===== config.mk =====
export PLATFORM = sky130hd
export DESIGN_NAME = axiLiteFrontEnd
export DESIGN_NICKNAME = d
export VERILOG_FILES = /design/src/verilog/memPkg.sv /design/src/verilog/axiLiteFrontEnd.sv
export VERILOG_INCLUDE_DIRS = /design/src /design/src/verilog
export SDC_FILE = /design/constraint.sdc
export NUM_CORES = 1
export LEC_CHECK = 0
export ABC_AREA = 1
export ABC_CLOCK_PERIOD_IN_PS = 3790
export BUFFER_PORTS_ARGS = -buffer_cell sky130_fd_sc_hd__buf_2
export CAP_MARGIN = 10
export CORE_AREA = 2 2 101 103
export DETAILED_ROUTE_END_ITERATION = 6
export DIE_AREA = 0 0 103 105
export PLACE_DENSITY = 0.83
export RECOVER_POWER = 100
export SLEW_MARGIN = 5
export SYNTH_ARGS = -nofsm -noshare
export SYNTH_HDL_FRONTEND = slang
export SYNTH_SLANG_ARGS = --single-unit
export TNS_END_PERCENT = 20

===== constraint.sdc =====
create_clock -name clk -period 3.79 [get_ports clk]
set_clock_uncertainty 0.15 [all_clocks]
set_input_delay 0.379 -clock clk [delete_from_list [all_inputs] [get_ports clk]]
set_output_delay 0.379 -clock clk [all_outputs]
set_load 0.005 [all_outputs]

===== src/verilog/mem_params.svh =====
`ifndef MEM_PARAMS_SVH
`define MEM_PARAMS_SVH

// geometry of the main memory
`define MEM_DATA_W 32                           // bits per word
`define MEM_STRB_W (`MEM_DATA_W / 8)            // byte lanes per word
`define MEM_WORDS 512                           // total words over all banks
`define MEM_BANKS 4                             // interleaved banks, power of two
`define MEM_BANK_W 2                            // log2 of bank count
`define MEM_ROW_W 7                             // log2 of words per bank

// AXI4-Lite side
`define MEM_ADDR_W 32                           // byte address width
`define MEM_WINDOW (`MEM_WORDS * `MEM_STRB_W)   // decoded window in bytes, 2 KB

`endif


===== src/verilog/memPkg.sv =====
`include "mem_params.svh"

package memPkg;

    // one bank access, broadcast to all banks and qualified by a per-bank enable
    typedef struct packed {
        logic [`MEM_ROW_W-1:0]  row;    // word row inside the bank
        logic                   write;  // 1 = write, 0 = read
        logic [`MEM_DATA_W-1:0] wdata;  // write payload
        logic [`MEM_STRB_W-1:0] strb;   // byte lanes to update
    } bankReq_t;

    // AXI response codes used by this slave
    typedef enum logic [1:0] {
        OKAY   = 2'b00,
        SLVERR = 2'b10
    } axiResp_t;

    // pending read, front end -> read merge
    typedef struct packed {
        logic                   valid;  // bank read issued this cycle
        logic [`MEM_BANK_W-1:0] bank;   // which bank answers
        logic                   err;    // out of window, answer zero/SLVERR
    } readTag_t;

endpackage


===== src/verilog/axiLiteFrontEnd.sv =====
`timescale 1ns/100ps
`include "mem_params.svh"

module axiLiteFrontEnd
    import memPkg::*;
(
    input  logic                   clk,
    input  logic                   reset,
    // write address channel
    input  logic                   awvalid,
    output logic                   awready,
    input  logic [`MEM_ADDR_W-1:0] awaddr,
    // write data channel
    input  logic                   wvalid,
    output logic                   wready,
    input  logic [`MEM_DATA_W-1:0] wdata,
    input  logic [`MEM_STRB_W-1:0] wstrb,
    // write response channel
    output logic                   bvalid,
    input  logic                   bready,
    output axiResp_t               bresp,
    // read address channel
    input  logic                   arvalid,
    output logic                   arready,
    input  logic [`MEM_ADDR_W-1:0] araddr,
    // bank side
    output logic [`MEM_BANKS-1:0]  bankEn,    // one-hot or zero
    output bankReq_t               req,
    output readTag_t               readTag,   // valid in the bank read issue cycle
    input  logic                   readIdle   // no read in flight in readMerge
);

    localparam int ByteOffW = $clog2(`MEM_STRB_W); // byte offset bits in an address

    logic [`MEM_ADDR_W-1:0] awAddrQ;   // captured write address
    logic [`MEM_DATA_W-1:0] wDataQ;    // captured write data
    logic [`MEM_STRB_W-1:0] wStrbQ;    // captured byte strobe
    logic [`MEM_ADDR_W-1:0] arAddrQ;   // captured read address
    logic                   awHeld;    // AW taken, waiting for B
    logic                   wHeld;     // W taken, waiting for B
    logic                   arHeld;    // AR taken, bank read not yet issued
    logic                   wrIssued;  // bank write went out, B comes next
    logic                   awFire;
    logic                   wFire;
    logic                   arFire;
    logic                   bFire;
    logic                   awErr;
    logic                   arErr;
    logic                   wrGo;      // issue the bank write now
    logic                   rdGo;      // issue the bank read now

    // word index = addr / 4; its low bits pick the bank, the rest the row
    function automatic logic [`MEM_BANK_W-1:0] bankOf(input logic [`MEM_ADDR_W-1:0] addr);
        return addr[ByteOffW +: `MEM_BANK_W];
    endfunction

    function automatic logic [`MEM_ROW_W-1:0] rowOf(input logic [`MEM_ADDR_W-1:0] addr);
        return addr[ByteOffW + `MEM_BANK_W +: `MEM_ROW_W];
    endfunction

    function automatic logic outOfRange(input logic [`MEM_ADDR_W-1:0] addr);
        return addr >= `MEM_ADDR_W'(`MEM_WINDOW);
    endfunction

    assign awready = !awHeld;              // one write at a time, reopens after B
    assign wready  = !wHeld;
    assign arready = readIdle && !arHeld;  // single read outstanding

    assign awFire = awvalid && awready;
    assign wFire  = wvalid && wready;
    assign arFire = arvalid && arready;
    assign bFire  = bvalid && bready;

    assign awErr = outOfRange(awAddrQ);
    assign arErr = outOfRange(arAddrQ);

    // write wins a shared cycle; wrGo lasts one cycle so a read waits at most one
    assign wrGo = awHeld && wHeld && !wrIssued;
    assign rdGo = arHeld && !wrGo;

    // control state
    always_ff @(posedge clk) begin
        if (reset) begin
            awHeld   <= 1'b0;
            wHeld    <= 1'b0;
            arHeld   <= 1'b0;
            wrIssued <= 1'b0;
            bvalid   <= 1'b0;
            bankEn   <= '0;
            readTag  <= '0;
        end else begin
            if (awFire) awHeld <= 1'b1;
            if (wFire) wHeld <= 1'b1;

            if (rdGo) begin
                arHeld <= 1'b0;            // handed over to the banks
            end else if (arFire) begin
                arHeld <= 1'b1;
            end

            if (wrGo) wrIssued <= 1'b1;
            if (wrIssued && !bvalid) bvalid <= 1'b1;  // one cycle after the issue

            if (bFire) begin
                awHeld   <= 1'b0;          // frees AW and W for the next write
                wHeld    <= 1'b0;
                wrIssued <= 1'b0;
                bvalid   <= 1'b0;
            end

            bankEn        <= '0;           // enables are single-cycle pulses
            readTag.valid <= 1'b0;
            if (wrGo) begin
                if (!awErr) bankEn[bankOf(awAddrQ)] <= 1'b1;  // bad address writes nothing
            end else if (rdGo) begin
                readTag <= '{valid: 1'b1, bank: bankOf(arAddrQ), err: arErr};
                if (!arErr) bankEn[bankOf(arAddrQ)] <= 1'b1;
            end
        end
    end

    // holding registers and bank payload
    always_ff @(posedge clk) begin
        if (awFire) awAddrQ <= awaddr;
        if (wFire) begin
            wDataQ <= wdata;
            wStrbQ <= wstrb;
        end
        if (arFire) arAddrQ <= araddr;

        if (wrGo) begin
            req.row   <= rowOf(awAddrQ);
            req.write <= 1'b1;
            req.wdata <= wDataQ;
            req.strb  <= wStrbQ;
            bresp     <= awErr ? SLVERR : OKAY;  // stable until the next write
        end else if (rdGo) begin
            req.row   <= rowOf(arAddrQ);
            req.write <= 1'b0;
            req.strb  <= '0;
        end
    end

endmodule


# == Word-level counts from Yosys, hierarchy flattened ==
# Index checks and enable logic that the tools add are counted.
# W data, S select, Z words.
# classes
magnitude_cmp,6
n_mux,14
n_bitwise,1
reduce_logical,22
# op_table
cell,n
$ge A32 B12 Y1 const B,2
$mux W4,7
$mux W8,2
$logic_and A1 B1 Y1,11
$logic_not A1 Y1,6
$lt A2 B3 Y1 const B,2
$reduce_or A2 Y1,3
$demux W1 S2,2
$ge A2 B1 Y1 const B,2
$mux W1,2
$mux W2,1
$reduce_and A2 Y1,1
$reduce_bool A2 Y1,1
$not A1 Y1,1
# word_totals
reg_bits,159
input_bits,107
out_inout_bits,58

# == Depth between registers and ports, before layout ==
# logic_depth
depth_word,7
mapped_depth,8

# == Worst setup path after synthesis ==
# No wires, ideal clock.
# synth_path
kind,input port to flip-flop
from,input port wvalid
to,"register wDataQ[0], enable pin"
setup_ps,430
t_arrival_ps,1949
required_time_ps,3210
setup_slack_ps,1261
path_stages,2
n_path_buf,0
path_cell_list,inv_1 > nor2_1
# synth_via
elab_chain_len,1
# synth_rtl
item,line_no,rtl
from (decl),axiLiteFrontEnd.sv:14,"input logic wvalid,"
$logic_and A1 B1 Y1,axiLiteFrontEnd.sv:70,assign wFire = wvalid && wready;
net wFire,axiLiteFrontEnd.sv:44,logic wFire;
to (signal assigned),axiLiteFrontEnd.sv:126,wDataQ <= wdata;
to (decl),axiLiteFrontEnd.sv:36,logic [`MEM_DATA_W-1:0] wDataQ;
# The timed path passes the listed nets, and every way through them passes these cells.
# A chain may end at the register's enable or synchronous reset.

# == Worst setup path after layout ==
# layout_path
from,register arHeld
to,"register arAddrQ[15], enable pin"
# layout_via
elab_chain_len,3
# layout_rtl
item,line_no,rtl
from (decl),axiLiteFrontEnd.sv:41,logic arHeld;
from (signal assigned),axiLiteFrontEnd.sv:86,arHeld <= 1'b0;
from (signal assigned),axiLiteFrontEnd.sv:96,arHeld <= 1'b0;
from (signal assigned),axiLiteFrontEnd.sv:98,arHeld <= 1'b1;
$logic_not A1 Y1,axiLiteFrontEnd.sv:67,assign arready = readIdle && !arHeld;
$logic_and A1 B1 Y1,axiLiteFrontEnd.sv:67,
$logic_and A1 B1 Y1,axiLiteFrontEnd.sv:71,assign arFire = arvalid && arready;
net arFire,axiLiteFrontEnd.sv:45,logic arFire;
to (signal assigned),axiLiteFrontEnd.sv:129,if (arFire) arAddrQ <= araddr;
to (decl),axiLiteFrontEnd.sv:38,logic [`MEM_ADDR_W-1:0] arAddrQ;
# The timed path passes the listed nets, and every way through them passes these cells.

==> impl_metrics.ini <==
[outcome]
failed_checks = max-capacitance violations, max-slew violations
status = complete, but fails checks

[route]
totalWireLength_mm = 12.7
post-route-drc-count = 0
final_antenna_net_count = 0
viasPerCell = 4.87
met3WireLength_mm = 1.11
wl_per_cell_um = 17.8
met2_wirelength_mm = 6.62
first_pass_iters = 5
highest_layer = met4
wl_met1_mm = 4.69
drtIter0Drc = 161
vias = 3479

[synthesis]
synth_compound_area_frac = 0.0225
yosys_warnings = 0
synth_area_um2 = 5130
synth_simple_gate_area_frac = 0.0837
synth_seq_area_share = 0.875
yosys.area_share.adder = 0
synth_xor_area_frac = 0
ys_types = 20
netlist_instances = 295
synth_nets = 402
syn_avg_cell_area_um2 = 17.4
synthMuxAreaShare = 0
synth_top_family_by_area = simple AND/OR/NAND/NOR gates
ys_ff_latch = 154

[timing]
setup_tns_ps = 0
slew_headroom = -0.191
timing.final.crit_period_ps = 2390
worstMarginPinSlew_ps = 1780
rsz0062_at_grt = false
slew_viol_final = 68
finalSetupViolations = 0
fmax_ghz = 0.418
period_share = 0.631
setup_slack_ps = 1400
final_hold_viol_count = 0

[clock_tree]
cts_tree = built
cts.root.buffer_cell = clkbuf_8
clockBufferDepth = 2
numCtsBuffers = 17
cts_sinks = 154
cts_htree_levels = 4
clkSlewWorstSetupHoldPaths_ps = 60
clk_latency_ps = 520

[floorplanning]
initial_utilization = 0.532
die_y_um = 105
die_x_um = 103
die-area_um2 = 10800
num_rows = 36
io_pins = 165
fp.coreArea_um2 = 9640

[placed_design]
port_buffers = 159
place_ws_ps = 1920
place.gp.congestion = 0.821
dpl.hpwl_mm = 6.81

[worst_setup_path]
startpoint_type = flip-flop
worst-setup-path-type = reg2reg
cp_max_fo = 30
critical_path_arrival_ps = 2350
crit_required_ps = 3750
cp-end-kind = flip-flop

[global_route]
grt.overflow.total = 0
antenna_found_initial = 1
grt_pass1_vias = 3767
grt_first_pass_wirelength_mm = 18.8
track_usage = 0.241
grt_max_degree = 40

[power_and_ir_drop]
power.density_nw_per_um2 = 525
p_leak_nw = 2.91
ir_worst_vdd_mv = 0.285

[finish]
final_common_cell = edfxtp_1
area_growth_pct = 47.9
final_cell_mix = 140 x edfxtp_1, 98 x buf_2, 97 x dlygate4sd3_1
nNetsFinal = 677
drive_above_1_share = 0.238

[hold_path]
min_path_type = in2reg

[job]
max-cap-violations = 2
-- critical path, stage by stage, from the launching register on --
cell and delay [ps]:
dfxtp_1 360, inv_1 110, and3_1 170, clkbuf_1 1190
-- Yosys cell counts --
library cell / count / share of area
edfxtp_1: 140 / 0.82
or2_0: 1 / 0.0012
nor3_1: 2 / 0.0020
and2_1: 1 / 0.0012
nand2_1: 27 / 0.020
nor2_4: 1 / 0.0022
and3_1: 1 / 0.0012
buf_4: 1 / 0.0015
nand3_1: 8 / 0.0078
a21oi_1: 9 / 0.0088
nand2_2: 1 / 0.0012
inv_1: 22 / 0.016
nand4_1: 5 / 0.0061
nor2_1: 50 / 0.037
or2_2: 2 / 0.0024
a22o_2: 7 / 0.014
conb_1: 1 / 0.00073
nand3_2: 1 / 0.0020
dfxtp_1: 14 / 0.055
clkbuf_1: 1 / 0.00073
-- worst paths after layout --
kind / from / cells past startpoint / slack, ps / to
max: arHeld / 3 / 1400 / arAddrQ[15]
min: wvalid / 3 / 50 / wHeld
max reg2reg: arHeld / 3 / 1400 / arAddrQ[15]
min reg2reg: wDataQ[29] / 0 / 260 / req[33]
-- flip-flops by register name, indices dropped and copies added, names as in the netlist --
signal    count
arHeld        1
awHeld        1
readTag       4
req          44
arAddrQ      30
wHeld         1
wDataQ       32
bankEn        4
bresp         1
bvalid        1
wStrbQ        4
awAddrQ      30
wrIssued      1
-- area by class of cell --
cell class / instances / area, um^2
repair buffers: 258 / 1710
clock inverters: 11 / 179
diodes: 1 / 2.50
inverters: 22 / 82.6
flip-flops and latches: 154 / 4480
multi-input cells: 117 / 546
clock buffers: 18 / 418
well taps: 133 / 166
fillers: 560 / 2060
-- timing repair --
| item | in CTS | in global routing |
|---|---|---|
| gates resized for setup | 0 | 0 |
| hold endpoints to repair | 102 | 0 |
| hold buffers | 97 | 0 |
| buffers inserted | 0 | 0 |
-- logic make-up after synthesis --
family                 Yosys count
flip-flops                     154
AND/OR/NAND/NOR                100
buffers and inverters           24
AO/OA/AOI/OAI                   16
other                            1
-- metrics by stage --
step           std cells  hold WS [ps]  total power, mW  utilization  instance area [um^2]
6_report             714          46.1             3.98        0.787                  7580
5_1_grt              713          40.8             4.10        0.786                  7580
4_1_cts              713          37.2             3.98        0.796                  7670
3_5_place_dp         587           255             2.21        0.634                  6110
3_3_place_gp         587           251             2.20        0.634                  6110
2_1_floorplan        295           250             2.09            -                  5130
-- report_power, final --
group / internal, mW / switching, mW
registers: 1.97 / 0.0364
logic: 0.133 / 0.122
clock network: 1.11 / 0.610
-- per-layer routing --
layer,vias to the layer above,GRT usage
met3,23,0.0736
met4,0,0.0921
met5,-,0
met1,1645,0.271
met2,199,0.423
li1,1612,-
Power figures use the tool's default switching activity.
