`config.mk`:
```
export PLATFORM = sky130hd
export DESIGN_NAME = readMerge
export DESIGN_NICKNAME = d
export VERILOG_FILES = /design/src/verilog/memPkg.sv /design/src/verilog/readMerge.sv
export VERILOG_INCLUDE_DIRS = /design/src /design/src/verilog
export SDC_FILE = /design/constraint.sdc
export NUM_CORES = 1
export LEC_CHECK = 0
export ABC_AREA = 1
export BUFFER_PORTS_ARGS = -buffer_cell sky130_fd_sc_hd__buf_2
export CAP_MARGIN = 20
export CORE_AREA = 5 5 77 107
export CTS_CLUSTER_DIAMETER = 60
export DETAILED_ROUTE_END_ITERATION = 8
export DIE_AREA = 0 0 82 112
export PLACE_DENSITY = 0.77
export RECOVER_POWER = 100
export REMOVE_ABC_BUFFERS = 1
export SETUP_SLACK_MARGIN = 0.2
export SLEW_MARGIN = 20
export SYNTH_ARGS = -nofsm -noshare
export SYNTH_HDL_FRONTEND = slang
export SYNTH_SLANG_ARGS = --single-unit
```
`constraint.sdc`:
```
create_clock -name clk -period 1.9 [get_ports clk]
set_clock_uncertainty 0.2 [all_clocks]
set_input_delay 0.285 -clock clk [delete_from_list [all_inputs] [get_ports clk]]
set_output_delay 0.285 -clock clk [all_outputs]
set_load 0.1 [all_outputs]
```
`src/verilog/mem_params.svh`:
```
`ifndef MEM_PARAMS_SVH
`define MEM_PARAMS_SVH

// geometry of the main memory
`define MEM_DATA_W 32                           // bits per word
`define MEM_STRB_W (`MEM_DATA_W / 8)            // byte lanes per word
`define MEM_WORDS 512                           // total words over all banks
`define MEM_BANKS 4                             // interleaved banks, power of two
`define MEM_BANK_W 2                            // log2 of bank count
`define MEM_ROW_W 7                             // log2 of words per bank

// AXI4-Lite side
`define MEM_ADDR_W 32                           // byte address width
`define MEM_WINDOW (`MEM_WORDS * `MEM_STRB_W)   // decoded window in bytes, 2 KB

`endif

```
`src/verilog/memPkg.sv`:
```
`include "mem_params.svh"

package memPkg;

    // one bank access, broadcast to all banks and qualified by a per-bank enable
    typedef struct packed {
        logic [`MEM_ROW_W-1:0]  row;    // word row inside the bank
        logic                   write;  // 1 = write, 0 = read
        logic [`MEM_DATA_W-1:0] wdata;  // write payload
        logic [`MEM_STRB_W-1:0] strb;   // byte lanes to update
    } bankReq_t;

    // AXI response codes used by this slave
    typedef enum logic [1:0] {
        OKAY   = 2'b00,
        SLVERR = 2'b10
    } axiResp_t;

    // pending read, front end -> read merge
    typedef struct packed {
        logic                   valid;  // bank read issued this cycle
        logic [`MEM_BANK_W-1:0] bank;   // which bank answers
        logic                   err;    // out of window, answer zero/SLVERR
    } readTag_t;

endpackage

```
`src/verilog/readMerge.sv`:
```
`timescale 1ns/100ps
`include "mem_params.svh"

module readMerge
    import memPkg::*;
(
    input  logic                   clk,
    input  logic                   reset,
    input  readTag_t               readTag,               // from the front end
    input  logic [`MEM_DATA_W-1:0] bankData [`MEM_BANKS], // registered bank words
    output logic                   readIdle,              // nothing in flight
    // read data channel
    output logic                   rvalid,
    input  logic                   rready,
    output logic [`MEM_DATA_W-1:0] rdata,
    output axiResp_t               rresp
);

    readTag_t               tagQ;        // tag delayed to line up with the bank word
    logic                   holdValid;   // response parked under back-pressure
    logic [`MEM_DATA_W-1:0] holdData;
    axiResp_t               holdResp;
    logic [`MEM_DATA_W-1:0] mergedData;  // word picked from the banks this cycle
    axiResp_t               mergedResp;

    assign mergedData = tagQ.err ? '0 : bankData[tagQ.bank];  // zero on bad address
    assign mergedResp = tagQ.err ? SLVERR : OKAY;

    // first cycle straight from the bank, later cycles from the hold register
    assign rvalid = tagQ.valid || holdValid;
    assign rdata  = holdValid ? holdData : mergedData;
    assign rresp  = holdValid ? holdResp : mergedResp;

    assign readIdle = !(readTag.valid || tagQ.valid || holdValid);

    always_ff @(posedge clk) begin
        if (reset) begin
            tagQ      <= '0;
            holdValid <= 1'b0;
        end else begin
            tagQ <= readTag;                     // one-cycle delay
            if (tagQ.valid && !rready) begin
                holdValid <= 1'b1;               // not taken, park it
            end else if (holdValid && rready) begin
                holdValid <= 1'b0;               // R handshake done
            end
        end
    end

    // load on the first response cycle, bank output is ignored afterwards
    always_ff @(posedge clk) begin
        if (tagQ.valid) begin
            holdData <= mergedData;
            holdResp <= mergedResp;
        end
    end

endmodule

```
Word-level counts from Yosys, hierarchy flattened
Index checks and enable logic that the tools add are counted.
{ "totals": {"rom_bits": 0, "ram_bits": 0, "elab_cells": 25, "latch_bits": 0, "ff_bits": 39, "memories": 0} }
{ "op_classes": {"shift": 0, "div": 0, "order_cmp": 1, "n_eq_ne": 0, "bitwise": 1, "mul": 0, "mux": 9, "n_reduce_logical": 8, "addsub": 0} }
{ "ops": {"columns": ["op", "n"], "rows": [
  ["$mux 32", 4],
  ["$bmux 32 s2", 1],
  ["$mux 2", 2],
  ["$ge 3x3->1 const B", 1],
  ["$logic_or 1x1->1", 3],
  ["$not 2->3", 1],
  ["$logic_and 1x1->1", 2],
  ["$logic_not 1->1", 2],
  ["$mux 1", 2],
  ["$reduce_bool 2->1", 1]
]} }

Logic depth before layout (Yosys ltp)
Gate-level depths: netlist of run 1.
{ "depth": {"ltp_word": 6, "ltp_mapped": 6} }

Least setup slack after synthesis of run 1
No wires, ideal clock.
{ "synth_path": {"kind": "reg2out", "startpoint": "register tagQ[3] (netlist name)", "endpoint": "output readIdle", "setup_slack_ps": -1314, "arrival_time_ps": 2729, "path_stages_with_launch": 4, "required_time_ps": 1415, "cell_sequence": "dfxtp_1 > nor2_1 > inv_1 > nor2_1"} }
{ "synth_between": {"elab_chain_cells": 3} }
{ "synth_rtl": {"columns": ["item", "line", "source"], "rows": [
  ["from (decl)", "readMerge.sv:19", "readTag_t tagQ;"],
  ["from (signal assigned)", "readMerge.sv:41", "tagQ <= readTag;"],
  ["$logic_or 1x1->1 (2 in series)", "readMerge.sv:34", "assign readIdle = !(readTag.valid || tagQ.valid || holdValid);"],
  ["$logic_not 1->1", "readMerge.sv:34", null],
  ["to (decl)", "readMerge.sv:11", "output logic readIdle,"]
]} }
Every way passes these cells.

Final worst setup path of run 1
{ "layout_path": {"startpoint": "register tagQ[1] (netlist name)", "endpoint": "output rdata[29]"} }
{ "layout_between": {"elab_chain_cells": 6} }
{ "layout_rtl": {"columns": ["item", "line", "source"], "rows": [
  ["$not 2->3 (not written as such)", "readMerge.sv:26", "assign mergedData = tagQ.err ? '0 : bankData[tagQ.bank];"],
  ["$bmux 32 s2", "readMerge.sv:26", null],
  ["$mux 32 (not written as such) (2 in series)", "readMerge.sv:26", null],
  ["$mux 32", "readMerge.sv:26", null],
  ["$mux 32", "readMerge.sv:31", "assign rdata = holdValid ? holdData : mergedData;"],
  ["to (decl)", "readMerge.sv:15", "output logic [`MEM_DATA_W-1:0] rdata,"]
]} }
Every way passes these cells. The select of a mux whose other input is x is not followed.

==> metrics.md, run 1 <==
| Metric | Value |
|---|---|
| Die X | `82 um` |
| Post-layout net count | `758` |
| Largest family of logic cells by synthesized area | `simple AND/OR/NAND/NOR gates` |
| Mux cell area share after synthesis | `0%` |
| Antenna fix cells | `0` |
| Maximum VDD drop | `0.471 mV` |
| R2r worst-path depth | `5` |
| Crit path time final | `2.03 ns` |
| Required @ worst endpoint | `1.41 ns` |
| H-Tree Depth | `2` |
| Internal reg-to-reg setup slack | `0.25 ns` |
| CTS tree | `done` |
| Area Overhead vs Synth | `62.7%` |
| Worst Setup End Kind | `output pin` |
| Die area | `9180 um^2` |
| Final wirelength | `11.4 mm` |
| GP Congestion | `0.848` |
| Reg2reg start | `holdValid$_SDFFE_PP0P_` |
| Hold Path Sink | `tagQ[2]$_SDFF_PP0_` |
| Worst setup margin | `-0.127 ns` |
| Register area share after synthesis | `34.0%` |
| Max Root-Sink Buffers | `2` |
| Global-route wire length before repair | `17.1 mm` |
| Fmax | `493 MHz` |
| Gr ovfl total | `0` |
| Port Buf Inserts | `169` |
| Num ports | `171` |
| Via density | `5.15` |
| Crit start category | `flop` |
| Layout cells sized above 1 | `52.2%` |
| Hold Vio Cnt, Final | `0` |
| Hold depth | `3` |
| Netlist cell types | `19` |
| Max cap viols | `0` |
| CTS buffer count | `5` |
| Fin util | `72.2%` |
| Clock Pin Slew Worst Setup and Hold Paths | `0.07 ns` |
| Vias in the first global route | `3807` |
| Max Transition Viols Final | `0` |
| Leak | `2.61 nW` |
| Min-Delay Startpoint | `readTag[2]` |
| Worst-path maximum fanout | `21` |
| RSZ-0062 raised after global routing | `true` |
| Initial antenna violation count | `1` |
| Clock Sink Count | `38` |
| DRT Pass-1 Iters | `4` |
| Remaining antenna violation count | `0` |
| Vias | `3711` |
| GRT Total Usage | `24.0%` |
| Clk_lat worst skew | `0.29 ns` |
| Worst R2R End | `holdValid$_SDFFE_PP0P_` |
| Complex-gate fraction of the synthesized area | `0.312%` |
| DR iter-0 viols | `235` |
| Placed cells | `695` |
| Synth Area in XOR/XNOR | `0%` |
| Fin cells | `721` |
| Final setup fails | `32` |
| Root buf cell | `clkbuf_8` |
| #FFs+latches synth | `38` |
| HP Class | `primary input to flop` |
| PwrDens | `656 nW/um^2` |
| Failing checks | `negative setup slack` |
| Adder-cell area share of the yosys netlist | `0%` |
| WS Path Type | `flop to output pin` |
| # rows | `37` |
| Yosys warns | `0` |
| Core area | `7220 um^2` |
| Status | `finished, violations left` |
| Largest net degree at the start of global routing | `34` |
| Gate Count Post-Synth | `444` |
| Initial Utilization | `44.4%` |
| Mapped cell area | `3200 um^2` |
| DRC | `0` |
| Rel. slew slack | `54.9%` |
| DR WL/cell | `15.8 um` |
| Worst-Margin Slew | `0.676 ns` |
| Avg Cell Area, Syn | `7.22 um^2` |
| Arr. time, crit path | `1.54 ns` |
| Final worst-path cycle share | `107%` |
| Detail Placement HPWL | `7.75 mm` |
| Die height | `112 um` |
| Post-Synth Simple-Gate Area | `56.7%` |
## per-stage QoR
stage | total power [mW] | hold WS, ns | cell area, um^2 | setup TNS [ns] | worst slack [ns]
finish | 3.42 | 0.0196 | 5210 | -1.97 | -0.127
global route | 3.56 | 0.0129 | 5210 | -4.67 | -0.242
CTS | 3.39 | 0.00760 | 5070 | -1.67 | -0.0804
detailed placement | 2.77 | 0.267 | 4640 | 0 | 0.171
global placement | 2.75 | 0.258 | 4640 | 0 | 0.206
floorplan | 2.07 | 0.156 | 2970 | -109.37 | -2.06
## synthesized netlist by cell type (all sizes together)
library cell	number	area share, %
edfxtp	33	31
inv	12	1.4
nand2	225	28
nor2	38	4.7
dfxtp	5	3.1
nand3	95	24
conb	1	0.12
a21oi	2	0.31
buf	26	6.8
clkbuf	6	0.70
nor3	1	0.16
## registers in the layout, summed over array words and instances (netlist names)
register	flops
holdData	32
tagQ	4
holdResp	1
holdValid	1
## power by group
part | switching [mW] | leakage [nW] | total (mW) | internal, mW
logic | 1.19 | 2.22 | 1.88 | 0.697
registers | 0.0248 | 0.343 | 1.01 | 0.984
clock network | 0.274 | 0.0426 | 0.526 | 0.252
total | 1.49 | 2.61 | 3.42 | 1.93
## cell type report
| type | count | area (um^2) |
|---|---|---|
| clock buffer | 6 | 72.6 |
| inverter | 12 | 57.6 |
| fill | 559 | 2010 |
| multi-input combinational | 362 | 1950 |
| clock inverter | 2 | 8.76 |
| tap | 97 | 121 |
| timing repair buffer | 204 | 1900 |
| sequential | 38 | 1100 |
## per-layer routing
| layer | GRT usage (%) | wire length (um) | vias to the layer above | part of all wire (%) |
|---|---|---|---|---|
| met3 | 4.53 | 667 | 38 | 5.9 |
| met2 | 44.9 | 6230 | 149 | 55 |
| met4 | 12.3 | 503 | 2 | 4.4 |
| met1 | 24.0 | 3950 | 1739 | 35 |
| met5 | 0 | 7 | - | 0.062 |
| li1 | - | - | 1783 | - |
## worst max-delay path by stage
stage                                   from  cells after the start         to
final                     tagQ[1]$_SDFF_PP0_                      6  rdata[29]
after global routing      tagQ[1]$_SDFF_PP0_                      6  rdata[29]
after CTS                 tagQ[1]$_SDFF_PP0_                      6   rdata[4]
after detailed placement  tagQ[2]$_SDFF_PP0_                      6  rdata[24]
after global placement    tagQ[2]$_SDFF_PP0_                      6  rdata[18]
after floorplan           tagQ[1]$_SDFF_PP0_                      6  rdata[30]
## worst max-delay path, cell delays in order, from the launching register on
cell and delay [ns]:
dfxtp_4 0.42, buf_6 0.22, nand2_1 0.09, nand3_2 0.10, nand3_1 0.09, nand2_1 0.13
buf_12 0.19
## cell families (layout without fill, tap and decap cells)
kind of cell	after synthesis	after routing
buffers and inverters	44	224
other	1	1
flip-flops	38	38
AO/OA/AOI/OAI	2	2
AND/OR/NAND/NOR	359	359
## what timing repair did
item | in CTS | in global routing
resized for setup | 53 | 10
endpoints found under the hold margin | 4 | 0
hold buffers | 6 | 0
gates cloned | 3 | 4
endpoints found under the setup margin | 35 | 35
buffers inserted | 3 | 2
pin swaps | 4 | 1
## cells in the final DEF (no fill, tap or decap), types with 3 or more instances in the layout
cell	instances
nand3_1	33
buf_2	133
buf_4	8
nor2_1	35
dfxtp_4	3
nand2_1	175
clkbuf_16	4
nor2_4	3
nand2_2	50
clkbuf_8	5
dlygate4sd3_1	6
buf_12	43
inv_1	9
buf_6	5
edfxtp_1	33
nand3_2	62
Power figures use the tool's default switching activity.
==> run 2, diff against run 1 <==
--- a/config.mk
+++ b/config.mk
@@ -6,14 +6,14 @@
 export SDC_FILE = /design/constraint.sdc
 export NUM_CORES = 1
 export LEC_CHECK = 0
-export ABC_AREA = 1
+export ABC_AREA = 0
 export BUFFER_PORTS_ARGS = -buffer_cell sky130_fd_sc_hd__buf_2
 export CAP_MARGIN = 20
-export CORE_AREA = 5 5 77 107
+export CORE_AREA = 5 5 72 100
 export CTS_CLUSTER_DIAMETER = 60
 export DETAILED_ROUTE_END_ITERATION = 8
-export DIE_AREA = 0 0 82 112
-export PLACE_DENSITY = 0.77
+export DIE_AREA = 0 0 77 105
+export PLACE_DENSITY = 0.76
 export RECOVER_POWER = 100
 export REMOVE_ABC_BUFFERS = 1
 export SETUP_SLACK_MARGIN = 0.2
==> metrics.md, run 2 <==
| Metric | Value |
|---|---|
| Status | `finished, violations left` |
| Failing checks | `negative setup slack` |
| DRC | `0` |
| Die height | `105 um` |
| Root buf cell | `clkbuf_8` |
| Initial antenna violation count | `1` |
| Worst Setup End Kind | `output pin` |
| Final setup fails | `34` |
| Crit path time final | `2.34 ns` |
| DR iter-0 viols | `91` |
| Max reg flops | `32` |
| FF/Latch Area | `1100 um^2` |
| Layout cells sized above 1 | `73.4%` |
| Final worst-path cycle share | `123%` |
| Detail Placement HPWL | `5.90 mm` |
| Arr. time, crit path | `1.85 ns` |
| Pre-CTS setup slack | `-0.237 ns` |
| Fin cells | `422` |
| Fmax | `428 MHz` |
| Global-route wire length before repair | `12.3 mm` |
| Top flop regs | `holdData: 32 flops, tagQ: 4 flops` |
| Commonest non-fill, non-tap cell in the layout | `buf_2` |
| Top cell type's share of synthesized area | `39.8%` |
| Largest net degree at the start of global routing | `35` |
| Vias in the first global route | `2462` |
| Rel. slew slack | `42.4%` |
| Total power | `3.19 mW` |
| Placed cells | `397` |
| CTS buffer count | `5` |
| Max Transition Viols Final | `0` |
| Post-layout net count | `484` |
| Die area | `8090 um^2` |
| Crit start category | `flop` |
| Via density | `5.27` |
| Fin util | `71.8%` |
| GP Congestion | `0.721` |
| #FFs+latches synth | `38` |
| DRT Pass-1 Iters | `4` |
| Mapped cell area | `2490 um^2` |
| HP Class | `primary input to flop` |
| CTS tree | `done` |
| Leak | `1.97 nW` |
| Gr ovfl total | `0` |
| RSZ-0062 raised after global routing | `true` |
| DR WL/cell | `18.6 um` |
| H-Tree Depth | `2` |
| Yosys top cell by area | `edfxtp_1` |
| # rows | `34` |
| Main synth FF type | `edfxtp_1` |
| Largest register by flop count | `holdData` |
| Final wirelength | `7.87 mm` |
| Avg Cell Area, Syn | `15.4 um^2` |
| PwrDens | `719 nW/um^2` |
| Antenna fix cells | `0` |
| Clock Sink Count | `38` |
| Maximum VDD drop | `0.486 mV` |
| Gate Count Post-Synth | `162` |
| Netlist cell types | `16` |
| Post-synth ARST share | `0%` |
| Top cells by count, synth | `nor2b_1 (36), edfxtp_1 (33), a22o_1 (32)` |
| Max cap viols | `0` |
| Register area share after synthesis | `43.8%` |
| Num ports | `171` |
| Area Overhead vs Synth | `77.8%` |
| Commonest non-fill, non-tap cells in the layout | `buf_2 (133), buf_12 (42), edfxtp_1 (33), mux4_2 (32), a22o_1 (32)` |
| Port Buf Inserts | `169` |
| Synth area leaders | `edfxtp_1 (40%), mux4_2 (27%), a22o_1 (11%)` |
| Worst-path maximum fanout | `7` |
| Top-count cell post-synth | `nor2b_1` |
| Yosys warns | `0` |
| Hold Vio Cnt, Final | `0` |
| Clock Pin Slew Worst Setup and Hold Paths | `0.07 ns` |
| Remaining antenna violation count | `0` |
| Worst-Margin Slew | `0.864 ns` |
| Core area | `6170 um^2` |
| Max Root-Sink Buffers | `2` |
| Required @ worst endpoint | `1.41 ns` |
| EDFF count, synth | `33` |
| Die X | `77 um` |
| Worst setup margin | `-0.437 ns` |
| Clk_lat worst skew | `0.29 ns` |
| Filler Cells Inserted | `446` |
| GRT Total Usage | `19.0%` |
| WS Path Type | `flop to output pin` |
| Vias | `2224` |
| Initial Utilization | `40.4%` |
| Area of the multi-input gates | `1410 um^2` |
## run 2: final timing paths
path / cells past startpoint / end / start / slack [ns]
worst max-delay path: 5 / rdata[6] / tagQ[1]$_SDFF_PP0_ / -0.44
worst min register to register: 3 / holdData[1]$_DFFE_PP_ / tagQ[2]$_SDFF_PP0_ / 0.79
worst min-delay path: 2 / tagQ[0]$_SDFF_PP0_ / readTag[0] / 0.02
worst max register to register: 6 / holdData[9]$_DFFE_PP_ / tagQ[1]$_SDFF_PP0_ / -0.08
## run 2: logic make-up (layout without fill, tap and decap cells)
group	after synthesis	after routing	synth area share, %
AO/OA/AOI/OAI	32	32	11.2
buffers and inverters	18	206	5.27
flip-flops	38	38	43.8
multiplexers	33	33	29.7
other	1	1	0.150
AND/OR/NAND/NOR	40	40	9.89
## run 2: per-stage QoR
stage          hold WS, ns  TNS, ns  area (um^2)
2_1_floorplan        0.157   -66.57         2360
3_3_place_gp         0.252    -3.69         3970
3_5_place_dp         0.249    -4.48         3970
4_1_cts            0.00738   -13.19         4330
5_1_grt             0.0315   -15.91         4430
6_report            0.0189   -13.57         4430
## run 2: repair_timing
item / in CTS / in global routing
endpoints found under the hold margin: 5 / 0
gates resized for setup: 28 / 21
hold buffers: 3 / 0
pin swaps: 32 / 0
buffers inserted: 9 / 3
setup endpoints to repair: 65 / 66
cloned: 2 / 0
## run 2: area by class of cell
cell class | instances | area share [%]
timing repair buffer | 198 | 39.5
clock inverter | 2 | 0.198
tap | 72 | 2.03
multi-input combinational | 106 | 31.7
clock buffer | 6 | 1.64
sequential | 38 | 24.9
## run 2: per-layer routing
| layer | wire [um] | global-route usage [%] |
|---|---|---|
| met1 | 2610 | 21.4 |
| met2 | 4550 | 35.3 |
| met3 | 577 | 5.08 |
| met4 | 112 | 4.67 |
| met5 | 13 | 0 |
## run 2: where the power goes
group | internal, mW | leakage (nW) | switching, mW
sequential | 0.967 | 0.358 | 0.0177
clock | 0.252 | 0.0426 | 0.279
combinational | 0.723 | 1.57 | 0.948
## run 2: worst max-delay path: stages (launching register included)
cell and delay, ns:
dfxtp_4 0.38, buf_12 0.12, buf_12 0.13, mux4_2 0.52, a22o_1 0.23, buf_12 0.17
==> run 3, diff against run 2 <==
==> constraint.sdc (replaced) <==
create_clock -name clk -period 1.9 [get_ports clk]
set_clock_uncertainty 0.2 [all_clocks]
set_input_delay 0.285 -clock clk [delete_from_list [all_inputs] [get_ports clk]]
set_output_delay 0.285 -clock clk [all_outputs]
set_load 0.05 [all_outputs]
==> metrics.md, run 3 (synthesized netlist as in run 2, its figures left out) <==
| Metric | Value |
|---|---|
| Final worst-path cycle share | `119%` |
| Largest stage delay, worst path | `0.53 ns` |
| Worst setup margin | `-0.353 ns` |
| Fmax | `444 MHz` |
| Final wirelength | `7.37 mm` |
| Post-layout net count | `472` |
| Commonest non-fill, non-tap cell in the layout | `buf_2` |
| Placed cell area | `3470 um^2` |
| CP bufs+invs | `2` |
| Commonest non-fill, non-tap cells in the layout | `buf_2 (133), nor2b_1 (33), edfxtp_1 (33)` |
| Die X | `77 um` |
| Net Sw Power | `0.843 mW` |
| Die area | `8090 um^2` |
| Core area | `6170 um^2` |
| Int Power | `1.76 mW` |
| Arr. time, crit path | `1.77 ns` |
| Antenna fix cells | `0` |
| Worst-Margin Slew | `0.857 ns` |
| Design area | `3880 um^2` |
| GP Congestion | `0.711` |
| Critical path's slowest cell | `mux4_2` |
| Hold Vio Cnt, Final | `0` |
| Leak | `1.72 nW` |
| Sw Ratio | `32.3%` |
| Initial Utilization | `40.4%` |
| GRT Total Usage | `17.7%` |
| Total power | `2.61 mW` |
| Clock Sink Count | `38` |
| Clock group share of total power | `21.5%` |
| Worst Setup End Kind | `output pin` |
| Max Root-Sink Buffers | `2` |
| DR WL/cell | `18.0 um` |
| Top flop regs | `holdData: 32 flops, tagQ: 4 flops` |
| Rel. slew slack | `42.9%` |
| Clock Pin Slew Worst Setup and Hold Paths | `0.07 ns` |
| Register share of total power | `37.8%` |
| Die height | `105 um` |
| Initial antenna violation count | `1` |
| Clk_lat worst skew | `0.27 ns` |
| CTS tree | `done` |
| Top delay family on crit path | `multiplexers` |
| Required @ worst endpoint | `1.41 ns` |
| Global-route wire length before repair | `11.6 mm` |
| Largest register by flop count | `holdData` |
| Crit start category | `flop` |
| DR iter-0 viols | `114` |
| Pre-CTS setup slack | `-0.172 ns` |
| Final setup fails | `32` |
| Max cap viols | `0` |
| Num ports | `171` |
| Max Transition Viols Final | `0` |
| Vias in the first global route | `2375` |
| # rows | `34` |
| Status | `finished, violations left` |
| HP Class | `primary input to flop` |
| Root buf cell | `clkbuf_8` |
| Remaining antenna violation count | `0` |
| PwrDens | `672 nW/um^2` |
| Gr ovfl total | `0` |
| CTS buffer count | `5` |
| Maximum VDD drop | `0.512 mV` |
| Comb power frac | `40.7%` |
| Worst-path maximum fanout | `13` |
| Crit path time final | `2.25 ns` |
| WS Path Type | `flop to output pin` |
| Via density | `5.31` |
| Port Buf Inserts | `169` |
| Critical path, cell by cell | `buf_12 > mux4_2 > a22o_1 > buf_6` |
| Max reg flops | `32` |
| RSZ-0062 raised after global routing | `true` |
| Layout cells sized above 1 | `68.3%` |
| Detail Placement HPWL | `5.68 mm` |
| Largest net degree at the start of global routing | `34` |
| DRC | `0` |
| Area Overhead vs Synth | `55.7%` |
| H-Tree Depth | `2` |
| DRT Pass-1 Iters | `4` |
| Failing checks | `negative setup slack` |
| Vias | `2178` |
run 3: area by class of cell:
class | instances | area, um^2
clock buffer | 8 | 90.1
fill | 503 | 2290
multi-input combinational | 106 | 1300
sequential | 38 | 1100
tap | 72 | 90.1
timing repair buffer | 186 | 1300
run 3: metrics by stage:
step | TNS (ns) | utilization, % | instances | hold WS [ns]
after global placement | -3.42 | 56.3 | 398 | 0.251
after floorplan | -59.75 | - | 144 | 0.157
final | -10.14 | 62.9 | 410 | 0.0107
after global routing | -12.49 | 62.9 | 410 | 0.0147
after detailed placement | -3.76 | 56.3 | 398 | 0.251
after CTS | -10.68 | 62.4 | 410 | 0.000594
run 3: final timing paths:
| check | cells after the start | from | slack [ns] | to |
|---|---|---|---|---|
| worst max-delay path | 4 | tagQ[1]$_SDFF_PP0_ | -0.35 | rdata[7] |
| worst min-delay path | 2 | reset | 0.01 | tagQ[1]$_SDFF_PP0_ |
| worst max register to register | 3 | tagQ[1]$_SDFF_PP0_ | 0.20 | holdData[7]$_DFFE_PP_ |
| worst min register to register | 1 | tagQ[0]$_SDFF_PP0_ | 0.48 | holdResp[1]$_DFFE_PP_ |
run 3: timing repair:
item                       CTS  global route
gates resized for setup     78             7
gates cloned                 0             0
hold endpoints to repair     1             0
setup buffers                3             0
setup endpoints to repair   64            57
hold buffers                 1             0
pin swaps                   10             0
run 3: power groups by stage:
stage | clock (mW) | sequential (mW) | combinational (mW)
after global routing | 0.615 | 0.990 | 1.12
after CTS | 0.580 | 0.986 | 1.06
after floorplan | 0 | 1.04 | 0.577
final | 0.561 | 0.986 | 1.06
after global placement | 0 | 1.00 | 0.900
after detailed placement | 0 | 1.01 | 0.916
run 3: metal layers:
metal	track usage, %	vias to the layer above	wire length [um]	share of wire (%)
li1	-	1016	-	-
met2	32.4	96	4030	55
met1	19.5	1052	2610	35
met5	0	-	7	0.095
met4	5.65	2	121	1.6
met3	4.91	12	601	8.2
run 3: worst reg2reg max path, delay by kind of cell, from the launching register on:
family,cells,cell delay (ns)
muxes,1,0.53
and+or+nand+nor,1,0.14
buffers and inverters,1,0.18
DFF,1,0.41
